<file path="src/common/vaddr_config.svh">
/*
 * vector address generator configuration
 * widths and depths shared by the package and the RTL
 */

`ifndef VADDR_CONFIG_SVH
`define VADDR_CONFIG_SVH

// byte address width
`define VADDR_ADDR_WIDTH 32

// index operand word width
`define VADDR_ELEN 64

// element count width, vl up to 255
`define VADDR_VL_WIDTH 8

// unit-stride beat in bytes
`define VADDR_BEAT_BYTES 8

// queue toward the load/store units
`define VADDR_LSU_DEPTH 2

// buffer of computed indexed addresses
`define VADDR_IDX_DEPTH 2

`endif

</file>
<file path="src/common/vaddr_pkg.sv">
/*
 * vector address generator types
 * instruction, memory request and the element width helpers
 */

`include "vaddr_config.svh"

package vaddr_pkg;

  typedef logic [`VADDR_ADDR_WIDTH-1:0] addr_t;
  typedef logic [`VADDR_VL_WIDTH-1:0]   vlen_t;
  typedef logic [`VADDR_ELEN-1:0]       elem_t;

  // log2 of the element size in bytes
  typedef enum logic [1:0] {
    EW8  = 2'd0,
    EW16 = 2'd1,
    EW32 = 2'd2,
    EW64 = 2'd3
  } vew_e;

  typedef enum logic [1:0] {
    MODE_UNIT    = 2'd0,
    MODE_STRIDED = 2'd1,
    MODE_INDEXED = 2'd2
  } mem_mode_e;

  // one vector load or store
  typedef struct packed {
    mem_mode_e mode;
    logic      is_load;
    addr_t     base;
    // byte stride, strided mode only
    addr_t     stride;
    vlen_t     vl;
    // data element width
    vew_e      vew;
    // index element width, indexed mode only
    vew_e      eew_idx;
  } insn_t;

  // single-word memory request
  typedef struct packed {
    addr_t      addr;
    // log2 bytes
    logic [1:0] size;
    logic       is_load;
  } mem_req_t;

  // any low bit set below the element width
  function automatic logic is_misaligned(addr_t addr, vew_e ew);
    return |(addr & ((addr_t'(1) << ew) - addr_t'(1)));
  endfunction

endpackage

</file>
<file path="src/index_gen/index_gen.sv">
/*
 * index unpacker
 * splits index words into elements, adds each to the base,
 * buffers the aligned addresses and stops at the first misaligned one
 */

`timescale 1ns/1ps

`include "vaddr_config.svh"

module index_gen (
  input  logic                clk_i,
  input  logic                rst_ni,
  input  vaddr_pkg::insn_t    insn_i,
  input  logic                start_i,
  input  vaddr_pkg::elem_t    idx_word_i,
  input  logic                idx_valid_i,
  output logic                idx_ready_o,
  output vaddr_pkg::mem_req_t cand_o,
  output logic                cand_valid_o,
  input  logic                take_i,
  output logic                done_o,
  output logic                error_o,
  output vaddr_pkg::vlen_t    error_vl_o
);

  localparam int unsigned PTR_W = $clog2(`VADDR_ELEN / 8);

  logic             active_q, err_q;
  logic [PTR_W-1:0] elm_ptr_q, last_ptr;
  vaddr_pkg::vlen_t remain_q, err_vl_q;
  vaddr_pkg::elem_t field;
  vaddr_pkg::addr_t idx_addr, head_addr;
  logic             extract, addr_bad, push;
  logic             last_field, last_elem;
  logic             buf_full, buf_empty;

  //////////////////////////////////////////////////////////////////////////
  // element extraction
  //////////////////////////////////////////////////////////////////////////

  // field at the element pointer, zero extended
  always_comb begin
    unique case (insn_i.eew_idx)
      vaddr_pkg::EW8: begin
        field    = vaddr_pkg::elem_t'(idx_word_i[elm_ptr_q*8 +: 8]);
        last_ptr = PTR_W'(7);
      end
      vaddr_pkg::EW16: begin
        field    = vaddr_pkg::elem_t'(idx_word_i[elm_ptr_q[1:0]*16 +: 16]);
        last_ptr = PTR_W'(3);
      end
      vaddr_pkg::EW32: begin
        field    = vaddr_pkg::elem_t'(idx_word_i[elm_ptr_q[0]*32 +: 32]);
        last_ptr = PTR_W'(1);
      end
      default: begin
        field    = idx_word_i;
        last_ptr = '0;
      end
    endcase
  end

  assign idx_addr = insn_i.base + field[`VADDR_ADDR_WIDTH-1:0];
  assign addr_bad = vaddr_pkg::is_misaligned(idx_addr, insn_i.vew);

  // one element per cycle while the buffer has room
  assign extract = active_q && !err_q && (remain_q != '0) && idx_valid_i && !buf_full;

  // faulting address never enters the buffer
  assign push       = extract && !addr_bad;
  assign last_field = (elm_ptr_q == last_ptr);
  assign last_elem  = (remain_q == vaddr_pkg::vlen_t'(1));

  // release the word after its last used field
  assign idx_ready_o = push && (last_field || last_elem);

  // buffer drained and nothing more to extract
  assign done_o = active_q && buf_empty && ((remain_q == '0) || err_q);

  always_ff @(posedge clk_i or negedge rst_ni) begin
    if (!rst_ni) begin
      active_q  <= 1'b0;
      err_q     <= 1'b0;
      elm_ptr_q <= '0;
      remain_q  <= '0;
      err_vl_q  <= '0;
    end else if (start_i) begin
      active_q  <= 1'b1;
      err_q     <= 1'b0;
      elm_ptr_q <= '0;
      remain_q  <= insn_i.vl;
    end else begin
      if (done_o) begin
        active_q <= 1'b0;
      end
      if (extract && addr_bad) begin
        err_q    <= 1'b1;
        // elements before the faulting one
        err_vl_q <= insn_i.vl - remain_q;
      end
      if (push) begin
        remain_q  <= remain_q - 1'b1;
        elm_ptr_q <= idx_ready_o ? '0 : elm_ptr_q + 1'b1;
      end
    end
  end

  //////////////////////////////////////////////////////////////////////////
  // address buffer
  //////////////////////////////////////////////////////////////////////////

  req_fifo #(
    .T    (vaddr_pkg::addr_t),
    .DEPTH(`VADDR_IDX_DEPTH)
  ) i_idx_fifo (
    .clk_i  (clk_i),
    .rst_ni (rst_ni),
    .data_i (idx_addr),
    .push_i (push),
    .data_o (head_addr),
    .pop_i  (take_i),
    .full_o (buf_full),
    .empty_o(buf_empty)
  );

  // data element width sets the request size
  assign cand_o       = '{addr: head_addr, size: insn_i.vew, is_load: insn_i.is_load};
  assign cand_valid_o = !buf_empty;

  assign error_o    = err_q;
  assign error_vl_o = err_vl_q;

endmodule

</file>
<file path="src/insn_ctrl.sv">
/*
 * instruction controller
 * accepts one load or store, rejects a misaligned base,
 * starts a generator and reports the registered acknowledge
 */

`timescale 1ns/1ps

module insn_ctrl (
  input  logic              clk_i,
  input  logic              rst_ni,
  input  vaddr_pkg::insn_t  insn_i,
  input  logic              insn_valid_i,
  output vaddr_pkg::insn_t  insn_o,
  output logic              stride_start_o,
  output logic              index_start_o,
  input  logic              stride_done_i,
  input  logic              index_done_i,
  input  logic              index_error_i,
  input  vaddr_pkg::vlen_t  index_error_vl_i,
  output logic              ack_o,
  output logic              error_o,
  output vaddr_pkg::vlen_t  error_vl_o
);

  // ACK only serves an instruction rejected at accept
  typedef enum logic [1:0] {IDLE, BUSY_STRIDE, BUSY_INDEX, ACK} state_e;

  state_e           state_q, state_d;
  vaddr_pkg::insn_t insn_q;
  logic             accept;
  logic             ack_d, error_d;
  vaddr_pkg::vlen_t error_vl_d;
  logic             stride_start_d, index_start_d;

  // busy unit ignores new instructions
  assign accept = (state_q == IDLE) && insn_valid_i;
  assign insn_o = insn_q;

  //////////////////////////////////////////////////////////////////////////
  // next state and result
  //////////////////////////////////////////////////////////////////////////

  always_comb begin
    state_d        = state_q;
    ack_d          = 1'b0;
    error_d        = 1'b0;
    error_vl_d     = '0;
    stride_start_d = 1'b0;
    index_start_d  = 1'b0;

    unique case (state_q)
      IDLE: begin
        if (accept) begin
          if (insn_i.mode == vaddr_pkg::MODE_INDEXED) begin
            // index addresses are checked one by one later
            state_d       = BUSY_INDEX;
            index_start_d = 1'b1;
          end else if (vaddr_pkg::is_misaligned(insn_i.base, insn_i.vew)) begin
            state_d = ACK;
          end else begin
            state_d        = BUSY_STRIDE;
            stride_start_d = 1'b1;
          end
        end
      end
      BUSY_STRIDE: begin
        if (stride_done_i) begin
          state_d    = IDLE;
          ack_d      = 1'b1;
          error_vl_d = insn_q.vl;
        end
      end
      BUSY_INDEX: begin
        if (index_done_i) begin
          state_d    = IDLE;
          ack_d      = 1'b1;
          error_d    = index_error_i;
          // elements done before the fault
          error_vl_d = index_error_i ? index_error_vl_i : insn_q.vl;
        end
      end
      ACK: begin
        // misaligned base, nothing was issued
        state_d = IDLE;
        ack_d   = 1'b1;
        error_d = 1'b1;
      end
      default: state_d = IDLE;
    endcase
  end

  always_ff @(posedge clk_i or negedge rst_ni) begin
    if (!rst_ni) begin
      state_q        <= IDLE;
      ack_o          <= 1'b0;
      error_o        <= 1'b0;
      error_vl_o     <= '0;
      stride_start_o <= 1'b0;
      index_start_o  <= 1'b0;
    end else begin
      state_q        <= state_d;
      ack_o          <= ack_d;
      error_o        <= error_d;
      error_vl_o     <= error_vl_d;
      stride_start_o <= stride_start_d;
      index_start_o  <= index_start_d;
    end
  end

  // held for the whole run
  always_ff @(posedge clk_i) begin
    if (accept) begin
      insn_q <= insn_i;
    end
  end

endmodule

</file>
<file path="src/req_fifo.sv">
/*
 * small ring buffer FIFO
 * payload type and depth set per instance
 */

`timescale 1ns/1ps

module req_fifo #(
  parameter type         T     = logic,
  parameter int unsigned DEPTH = 2
) (
  input  logic clk_i,
  input  logic rst_ni,
  input  T     data_i,
  input  logic push_i,
  output T     data_o,
  input  logic pop_i,
  output logic full_o,
  output logic empty_o
);

  localparam int unsigned PTR_W = (DEPTH > 1) ? $clog2(DEPTH) : 1;

  T                 mem_q [DEPTH];
  logic [PTR_W-1:0] wr_ptr_q, rd_ptr_q;
  logic [PTR_W:0]   cnt_q;
  logic             do_push, do_pop;

  // wrap at DEPTH, not only at a power of two
  function automatic logic [PTR_W-1:0] next_ptr(logic [PTR_W-1:0] ptr);
    return (ptr == PTR_W'(DEPTH - 1)) ? '0 : ptr + 1'b1;
  endfunction

  assign full_o  = (cnt_q == (PTR_W + 1)'(DEPTH));
  assign empty_o = (cnt_q == '0);

  // overflow and underflow are dropped
  assign do_push = push_i && !full_o;
  assign do_pop  = pop_i && !empty_o;

  // head is always visible
  assign data_o = mem_q[rd_ptr_q];

  always_ff @(posedge clk_i or negedge rst_ni) begin
    if (!rst_ni) begin
      wr_ptr_q <= '0;
      rd_ptr_q <= '0;
      cnt_q    <= '0;
    end else begin
      if (do_push) begin
        wr_ptr_q <= next_ptr(wr_ptr_q);
      end
      if (do_pop) begin
        rd_ptr_q <= next_ptr(rd_ptr_q);
      end
      // simultaneous push and pop keep the count
      if (do_push && !do_pop) begin
        cnt_q <= cnt_q + 1'b1;
      end else if (do_pop && !do_push) begin
        cnt_q <= cnt_q - 1'b1;
      end
    end
  end

  always_ff @(posedge clk_i) begin
    if (do_push) begin
      mem_q[wr_ptr_q] <= data_i;
    end
  end

endmodule

</file>
<file path="src/req_issue.sv">
/*
 * request issuer
 * drives the memory port from the active generator and
 * queues every granted request toward the load/store units
 */

`timescale 1ns/1ps

`include "vaddr_config.svh"

module req_issue (
  input  logic                clk_i,
  input  logic                rst_ni,
  input  vaddr_pkg::mem_req_t stride_cand_i,
  input  logic                stride_valid_i,
  output logic                stride_take_o,
  input  vaddr_pkg::mem_req_t index_cand_i,
  input  logic                index_valid_i,
  output logic                index_take_o,
  output vaddr_pkg::mem_req_t mem_req_o,
  output logic                mem_req_valid_o,
  input  logic                mem_gnt_i,
  output vaddr_pkg::mem_req_t lsu_req_o,
  output logic                lsu_req_valid_o,
  input  logic                lsu_ready_i
);

  logic lsu_full, lsu_empty;
  logic granted;

  // only one generator runs at a time, stride first anyway
  assign mem_req_o = stride_valid_i ? stride_cand_i : index_cand_i;

  // no offer without a free queue slot
  assign mem_req_valid_o = (stride_valid_i || index_valid_i) && !lsu_full;
  assign granted         = mem_req_valid_o && mem_gnt_i;

  // take goes back to the source of the granted request
  assign stride_take_o = granted && stride_valid_i;
  assign index_take_o  = granted && !stride_valid_i;

  //////////////////////////////////////////////////////////////////////////
  // queue toward the load/store units
  //////////////////////////////////////////////////////////////////////////

  req_fifo #(
    .T    (vaddr_pkg::mem_req_t),
    .DEPTH(`VADDR_LSU_DEPTH)
  ) i_lsu_fifo (
    .clk_i  (clk_i),
    .rst_ni (rst_ni),
    .data_i (mem_req_o),
    .push_i (granted),
    .data_o (lsu_req_o),
    .pop_i  (lsu_ready_i && lsu_req_valid_o),
    .full_o (lsu_full),
    .empty_o(lsu_empty)
  );

  assign lsu_req_valid_o = !lsu_empty;

endmodule

</file>
<file path="src/vaddr_gen.sv">
/*
 * vector memory address generator, top level
 * turns unit-stride, strided and indexed loads and stores
 * into single-word memory requests
 */

`timescale 1ns/1ps

module vaddr_gen (
  input  logic                clk_i,
  input  logic                rst_ni,
  input  vaddr_pkg::insn_t    insn_i,
  input  logic                insn_valid_i,
  input  vaddr_pkg::elem_t    idx_word_i,
  input  logic                idx_valid_i,
  output logic                idx_ready_o,
  output vaddr_pkg::mem_req_t mem_req_o,
  output logic                mem_req_valid_o,
  input  logic                mem_gnt_i,
  output vaddr_pkg::mem_req_t lsu_req_o,
  output logic                lsu_req_valid_o,
  input  logic                lsu_ready_i,
  output logic                ack_o,
  output logic                error_o,
  output vaddr_pkg::vlen_t    error_vl_o
);

  // stored instruction and start pulses
  vaddr_pkg::insn_t    insn;
  logic                stride_start, index_start;
  // candidates toward the issuer
  vaddr_pkg::mem_req_t stride_cand, index_cand;
  logic                stride_valid, index_valid;
  logic                stride_take, index_take;
  // completion back to the controller
  logic                stride_done, index_done;
  logic                index_error;
  vaddr_pkg::vlen_t    index_error_vl;

  insn_ctrl i_insn_ctrl (
    .clk_i           (clk_i),
    .rst_ni          (rst_ni),
    .insn_i          (insn_i),
    .insn_valid_i    (insn_valid_i),
    .insn_o          (insn),
    .stride_start_o  (stride_start),
    .index_start_o   (index_start),
    .stride_done_i   (stride_done),
    .index_done_i    (index_done),
    .index_error_i   (index_error),
    .index_error_vl_i(index_error_vl),
    .ack_o           (ack_o),
    .error_o         (error_o),
    .error_vl_o      (error_vl_o)
  );

  stride_gen i_stride_gen (
    .clk_i       (clk_i),
    .rst_ni      (rst_ni),
    .insn_i      (insn),
    .start_i     (stride_start),
    .cand_o      (stride_cand),
    .cand_valid_o(stride_valid),
    .take_i      (stride_take),
    .done_o      (stride_done)
  );

  index_gen i_index_gen (
    .clk_i       (clk_i),
    .rst_ni      (rst_ni),
    .insn_i      (insn),
    .start_i     (index_start),
    .idx_word_i  (idx_word_i),
    .idx_valid_i (idx_valid_i),
    .idx_ready_o (idx_ready_o),
    .cand_o      (index_cand),
    .cand_valid_o(index_valid),
    .take_i      (index_take),
    .done_o      (index_done),
    .error_o     (index_error),
    .error_vl_o  (index_error_vl)
  );

  req_issue i_req_issue (
    .clk_i          (clk_i),
    .rst_ni         (rst_ni),
    .stride_cand_i  (stride_cand),
    .stride_valid_i (stride_valid),
    .stride_take_o  (stride_take),
    .index_cand_i   (index_cand),
    .index_valid_i  (index_valid),
    .index_take_o   (index_take),
    .mem_req_o      (mem_req_o),
    .mem_req_valid_o(mem_req_valid_o),
    .mem_gnt_i      (mem_gnt_i),
    .lsu_req_o      (lsu_req_o),
    .lsu_req_valid_o(lsu_req_valid_o),
    .lsu_ready_i    (lsu_ready_i)
  );

endmodule

</file>
<file path="src/stride_gen/stride_gen.sv">
/*
 * stride walker
 * unit-stride beats or strided elements, one candidate at a time
 */

`timescale 1ns/1ps

`include "vaddr_config.svh"

module stride_gen (
  input  logic                  clk_i,
  input  logic                  rst_ni,
  input  vaddr_pkg::insn_t      insn_i,
  input  logic                  start_i,
  output vaddr_pkg::mem_req_t   cand_o,
  output logic                  cand_valid_o,
  input  logic                  take_i,
  output logic                  done_o
);

  localparam int unsigned BEAT_SHIFT = $clog2(`VADDR_BEAT_BYTES);
  localparam int unsigned BYTES_W    = `VADDR_VL_WIDTH + BEAT_SHIFT;

  logic [BYTES_W-1:0] vl_bytes, vl_beats;
  logic               is_unit;
  vaddr_pkg::vlen_t   start_cnt, cnt_q;
  vaddr_pkg::addr_t   addr_q, step_q;
  logic [1:0]         size_q;
  logic               is_load_q;
  logic               empty_q;

  assign is_unit = (insn_i.mode == vaddr_pkg::MODE_UNIT);

  // whole beats covering vl elements, rounded up
  assign vl_bytes  = BYTES_W'(insn_i.vl) << insn_i.vew;
  assign vl_beats  = (vl_bytes + BYTES_W'(`VADDR_BEAT_BYTES - 1)) >> BEAT_SHIFT;
  assign start_cnt = is_unit ? vl_beats[`VADDR_VL_WIDTH-1:0] : insn_i.vl;

  always_ff @(posedge clk_i or negedge rst_ni) begin
    if (!rst_ni) begin
      cnt_q   <= '0;
      empty_q <= 1'b0;
    end else begin
      // vl of zero still needs a done
      empty_q <= start_i && (start_cnt == '0);
      if (start_i) begin
        cnt_q <= start_cnt;
      end else if (take_i) begin
        cnt_q <= cnt_q - 1'b1;
      end
    end
  end

  // current address, step and request shape
  always_ff @(posedge clk_i) begin
    if (start_i) begin
      addr_q    <= insn_i.base;
      step_q    <= is_unit ? vaddr_pkg::addr_t'(`VADDR_BEAT_BYTES) : insn_i.stride;
      size_q    <= is_unit ? 2'(BEAT_SHIFT) : insn_i.vew;
      is_load_q <= insn_i.is_load;
    end else if (take_i) begin
      addr_q <= addr_q + step_q;
    end
  end

  assign cand_o = '{addr: addr_q, size: size_q, is_load: is_load_q};

  // stays up until the last take
  assign cand_valid_o = (cnt_q != '0);
  assign done_o       = (take_i && (cnt_q == vaddr_pkg::vlen_t'(1))) || empty_q;

endmodule

</file>
<file path="config.mk">
export PLATFORM = sky130hd
export DESIGN_NAME = vaddr_gen
export DESIGN_NICKNAME = d
export VERILOG_FILES = /design/src/common/vaddr_pkg.sv /design/src/index_gen/index_gen.sv /design/src/insn_ctrl.sv /design/src/req_fifo.sv /design/src/req_issue.sv /design/src/vaddr_gen.sv /design/src/stride_gen/stride_gen.sv
export VERILOG_INCLUDE_DIRS = /design/src /design/src/common
export SDC_FILE = /design/constraint.sdc
export NUM_CORES = 1
export LEC_CHECK = 0
export BUFFER_PORTS_ARGS = -buffer_cell sky130_fd_sc_hd__buf_2
export CAP_MARGIN = 20
export CORE_ASPECT_RATIO = 1.4
export CORE_MARGIN = 1.5
export CORE_UTILIZATION = 45
export CTS_CLUSTER_DIAMETER = 30
export DETAILED_ROUTE_END_ITERATION = 6
export HOLD_SLACK_MARGIN = 0.15
export PLACE_DENSITY = 0.74
export SLEW_MARGIN = 40
export SYNTH_ARGS = -nofsm -noshare
export SYNTH_HDL_FRONTEND = slang
export SYNTH_SLANG_ARGS = --single-unit
</file>
<file path="constraint.sdc">
create_clock -name clk_i -period 9 [get_ports clk_i]
set_clock_uncertainty 0.05 [all_clocks]
set_input_delay 0.9 -clock clk_i [delete_from_list [all_inputs] [get_ports clk_i]]
set_output_delay 0.9 -clock clk_i [all_outputs]
set_load 0.01 [all_outputs]
</file>
==> results by stage <==
GRT:
- The global-route met1 utilization is 25.3%.
- The number of antenna violations at the first check in global routing is 3.
- Entering global routing, the biggest net connects 85 pins.
- Global routing consumed, over all layers together, 23.7% of the routing resources.
- met2 is the most crowded layer.
- The residual overflow from global routing is 0.
- The met3 routing resource usage after global routing is 3.88%.
- The first-pass GRT wire length is 76900 um.
- In the global route stage, met2 resource usage came out at 43.1%.
- The number of global-route vias before repair is 14000.

Detailed routing:
- In this run, the number of DRC markers left after iteration 0 of detailed routing was 872.
- The first detailed-routing pass took 5 iterations.
- Dividing the detail-routed via count by the number of cells gives 5.76.
- The wire length per cell is 21.2 um.
- The total wire length is 50700 um.
- Detailed routing inserted a total of 13800 vias.
- For this run, design rule violations remaining after detail routing come to 0.
- Once detail routing completed, the nets flagged for antenna violations numbered 0.

Layout:
- The area used by multi-input combinational logic is 8330 um^2.
- Cells fill 55.0% of the core in the end.
- Summing all non-filler instances in the final layout gives an area of 22200 um^2.
- In the final layout, the share of cells above drive strength 1 is 26.1%.
- The final cell count without fillers is 2391.
- The area growth from synthesis to final layout is 20.0%.
- The number of fillers in the final layout is 3373.
- In the final design database the tool counted 2043 nets.
- The sequential cell area is 9720 um^2.

Worst setup path:
- Of all nets on the critical path, the largest fanout is 31.
- The worst setup path is captured at an output port.
- By startpoint and endpoint, the worst setup path is classified as reg2out.
- The kind of cell with the highest combined delay along the critical path is simple AND/OR/NAND/NOR gates.
- STA classifies the critical path startpoint as a flip-flop.
- The critical path goes through buf_4 -> mux4_2 -> mux2_2 -> mux4_2 -> ha_1 -> inv_1 -> fa_1 -> nor2b_1 -> o31a_1 -> o221a_1 -> a22oi_1 -> a211oi_1 -> nor4_1 -> or4b_4 -> nor4_4 -> nor2_1 -> nor2_1 -> buf_2.
- The critical-path cell with the highest stage delay is sky130_fd_sc_hd__dfrtp_2.
- The critical path contains buffers and inverters numbering 3 combined.
- The data arrival time of the critical path is 6590 ps.
- In this design, the stage delay of the slowest critical-path cell is 740 ps.
- STA puts the critical path data required time at 8050 ps.

Logic synthesis:
- The synthesized design spends more area on one cell type than any other, namely sky130_fd_sc_hd__edfxtp_1.
- The synthesized design contains 280 enable-type register cells.
- The number of nets handed over by synthesis was 1814.
- The most common flop cell mapped by yosys is sky130_fd_sc_hd__edfxtp_1.
- The register bit count reported by yosys is 332.
- The commonest cells after synthesis are sky130_fd_sc_hd__edfxtp_1, sky130_fd_sc_hd__nand2_1, sky130_fd_sc_hd__o21ai_0, sky130_fd_sc_hd__ha_1, sky130_fd_sc_hd__a21oi_1.
- The number of different library cells used by synthesis comes to 78.
- Synthesis produced a netlist whose cell count is 1580.
- Sequential cells were found to cover 52.4% of the synthesized design area.
- The most common cell in the synthesized netlist is sky130_fd_sc_hd__edfxtp_1.
- The Yosys step of the flow raised 0 warnings.
- After synthesis the cells add up to 18500 um^2.
- Each instance of the synthesized netlist takes up on average 11.7 um^2.
- The async set or reset register ratio after synthesis is 15.7%.
- The synthesized design devotes to its leading area cell type 45.4% of total area.
- Ranked by total cell area, the synthesized netlist is headed by sky130_fd_sc_hd__edfxtp_1, sky130_fd_sc_hd__dfrtp_1, sky130_fd_sc_hd__ha_1, sky130_fd_sc_hd__mux4_2, sky130_fd_sc_hd__nand2_1.

Clock tree:
- Hold repair after CTS inserted 0 buffers.
- The TritonCTS clock tree is built.
- The clock latency on the worst-skew pair is 600 ps.
- The setup fix buffers added after clock tree synthesis is 0.
- The clock tree synthesis step divided the H-tree into 2 levels.
- Clock-pin slew was measured on the worst setup and hold paths at 50 ps.
- Clock tree synthesis selected as its root buffer the cell sky130_fd_sc_hd__clkbuf_16.
- Counting along the longest clock path gives a buffer depth of 3.
- The number of gates given a new drive strength after cts is 0.
- Clock tree synthesis found a total of 332 sinks.
- The CTS buffer count is 56.

Power:
- The worst-case vdd ir drop is 0.276 mV.
- In this run the power density over the cells is 345 nW/um^2.
- The analysis attributes to cell leakage a power of 8.77 nW.
- The total power draw is 7.67 mW.

Floorplanning:
- The starting density of the core is 45.8%.
- The number of placement rows is 87.
- In this run the standard cell core region covers 40400 um^2.
- The die footprint is 42400 um^2.
- Pin placement for this block handled 232 I/O pins.
- The die is 243 um tall.
- The floorplan step set the die width to 174 um.

Placed design:
- The detailed-placement wirelength estimate is 37800 um.
- The post-place setup slack is 2040 ps.
- The weighted congestion reported at the end of routability-driven placement is 0.905.
- The placed cell count is 2284.
- The standard cell area after detailed placement is 20200 um^2.
- Input and output buffers added on the ports amount to 231.

Flow run:
- The max capacitance violation total is 0.

Run status:
- The flow ran to the end, and the final reports show no timing, DRC or antenna violations.

Timing:
- Derived from the worst setup path, the maximum achievable clock frequency is 133 MHz.
- The smallest setup slack after layout is 1460 ps.
- After layout, the worst path uses 83.8% of the clock period.
- The minimum clock period is 7540 ps.
- The total of endpoints with negative setup slack in the final report is 0.
- The relative max-transition margin is 45.5%.
- Setup repair after global routing left no endpoint under its margin.
- The final-report max-slew violation count is 0.
- The transition time at the pin with the least slew margin is 814 ps.
- The tightest hold margin is 384 ps.
- The final-layout setup total negative slack is 0 ps.
- The final hold violation count is 0.

Hold path:
- The worst hold path belongs to the class in2async.
==> worst reg2reg max path, delay by kind of cell (launching register included) <==
| kind | cells | cell delay [ps] |
|---|---|---|
| AOI/OAI and AO/OA | 4 | 1100 |
| adders and majority gates | 2 | 420 |
| buffers and inverters | 4 | 1120 |
| DFF | 1 | 740 |
| muxes | 3 | 1130 |
| and+or+nand+nor | 6 | 1980 |
==> metal layers <==
layer	vias up	share of wire (%)	wire length, um
met5	-	0.077	39
met4	6	6.5	3310
met3	177	5.5	2780
met2	511	53	26800
met1	6668	35	17700
li1	6400	-	-
==> placed cells by master, fill, tap and decap left out, types with 22 or more instances in the layout <==
cell type	Yosys	final
sky130_fd_sc_hd__a21o_1	33	33
sky130_fd_sc_hd__a21oi_1	81	81
sky130_fd_sc_hd__and2_1	43	43
sky130_fd_sc_hd__buf_2	4	231
sky130_fd_sc_hd__clkbuf_16	0	59
sky130_fd_sc_hd__dfrtp_1	52	47
sky130_fd_sc_hd__edfxtp_1	280	280
sky130_fd_sc_hd__ha_1	82	82
sky130_fd_sc_hd__inv_1	49	48
sky130_fd_sc_hd__mux2_2	54	54
sky130_fd_sc_hd__mux2i_1	39	39
sky130_fd_sc_hd__mux4_2	39	39
sky130_fd_sc_hd__nand2_1	185	184
sky130_fd_sc_hd__nand2b_1	25	25
sky130_fd_sc_hd__nand3_1	22	22
sky130_fd_sc_hd__nor2_1	68	66
sky130_fd_sc_hd__nor2b_1	25	25
sky130_fd_sc_hd__o21ai_0	116	116
sky130_fd_sc_hd__xnor2_1	44	44
sky130_fd_sc_hd__xor2_1	32	32
==> flip-flops by register name, summed over array words and instances, names as in the netlist, 3 cells and up <==
register                      cells
i_index_gen.elm_ptr_q             3
i_index_gen.error_vl_o            8
i_index_gen.i_idx_fifo.mem_q     64
i_index_gen.remain_q              8
i_insn_ctrl.error_vl_o            8
i_insn_ctrl.insn_o               79
i_req_issue.i_lsu_fifo.mem_q     70
i_stride_gen.addr_q              32
i_stride_gen.cnt_q                8
i_stride_gen.step_q              32
==> where the power goes <==
group	switching, mW	internal, mW	leakage (nW)	total, mW
logic	1.68	1.20	4.57	2.88
registers	0.311	2.28	3.23	2.59
clock network	0.905	1.30	0.976	2.20
==> path summary, 6_finish.rpt <==
kind,from,end,slack [ps],cells after the start
setup / recovery,i_index_gen.elm_ptr_q[0]$_DFFE_PN0P_,idx_ready_o,1460,18
hold / removal,rst_ni,i_index_gen.error_vl_o[0]$_DFFE_PN0P_,380,2
setup reg to reg,i_index_gen.elm_ptr_q[0]$_DFFE_PN0P_,i_index_gen.i_idx_fifo.mem_q[1][17]$_DFFE_PP_,2100,19
hold reg to reg,i_insn_ctrl.insn_o[76]$_DFFE_PP_,i_stride_gen.is_load_q$_DFFE_PP_,410,0
max in group asynchronous,rst_ni,i_index_gen.elm_ptr_q[1]$_DFFE_PN0P_,7970,2
min in group clk_i,i_insn_ctrl.insn_o[76]$_DFFE_PP_,i_stride_gen.is_load_q$_DFFE_PP_,410,0
==> logic make-up (layout without fill, tap and decap cells) <==
kind of cell	count (synthesis)	after routing	share of synthesized area, %
flip-flops	332	332	52.4
AND/OR/NAND/NOR	443	443	11.6
adder cells (fa/ha/maj)	85	85	5.87
other	0	1	0
AO/OA/AOI/OAI	379	379	13.2
buffers and inverters	127	403	2.68
XOR/XNOR	76	76	3.59
multiplexers	138	138	10.6
==> final cells by class <==
class,instances,share of cell area (%)
multi-input combinational,1121,37.5
sequential,332,43.8
clock inverter,46,2.41
tap,534,3.01
timing repair buffer,246,5.80
antenna,1,0.0113
clock buffer,59,6.64
inverter,52,0.884
No activity file was read; power rests on OpenSTA's default activity.
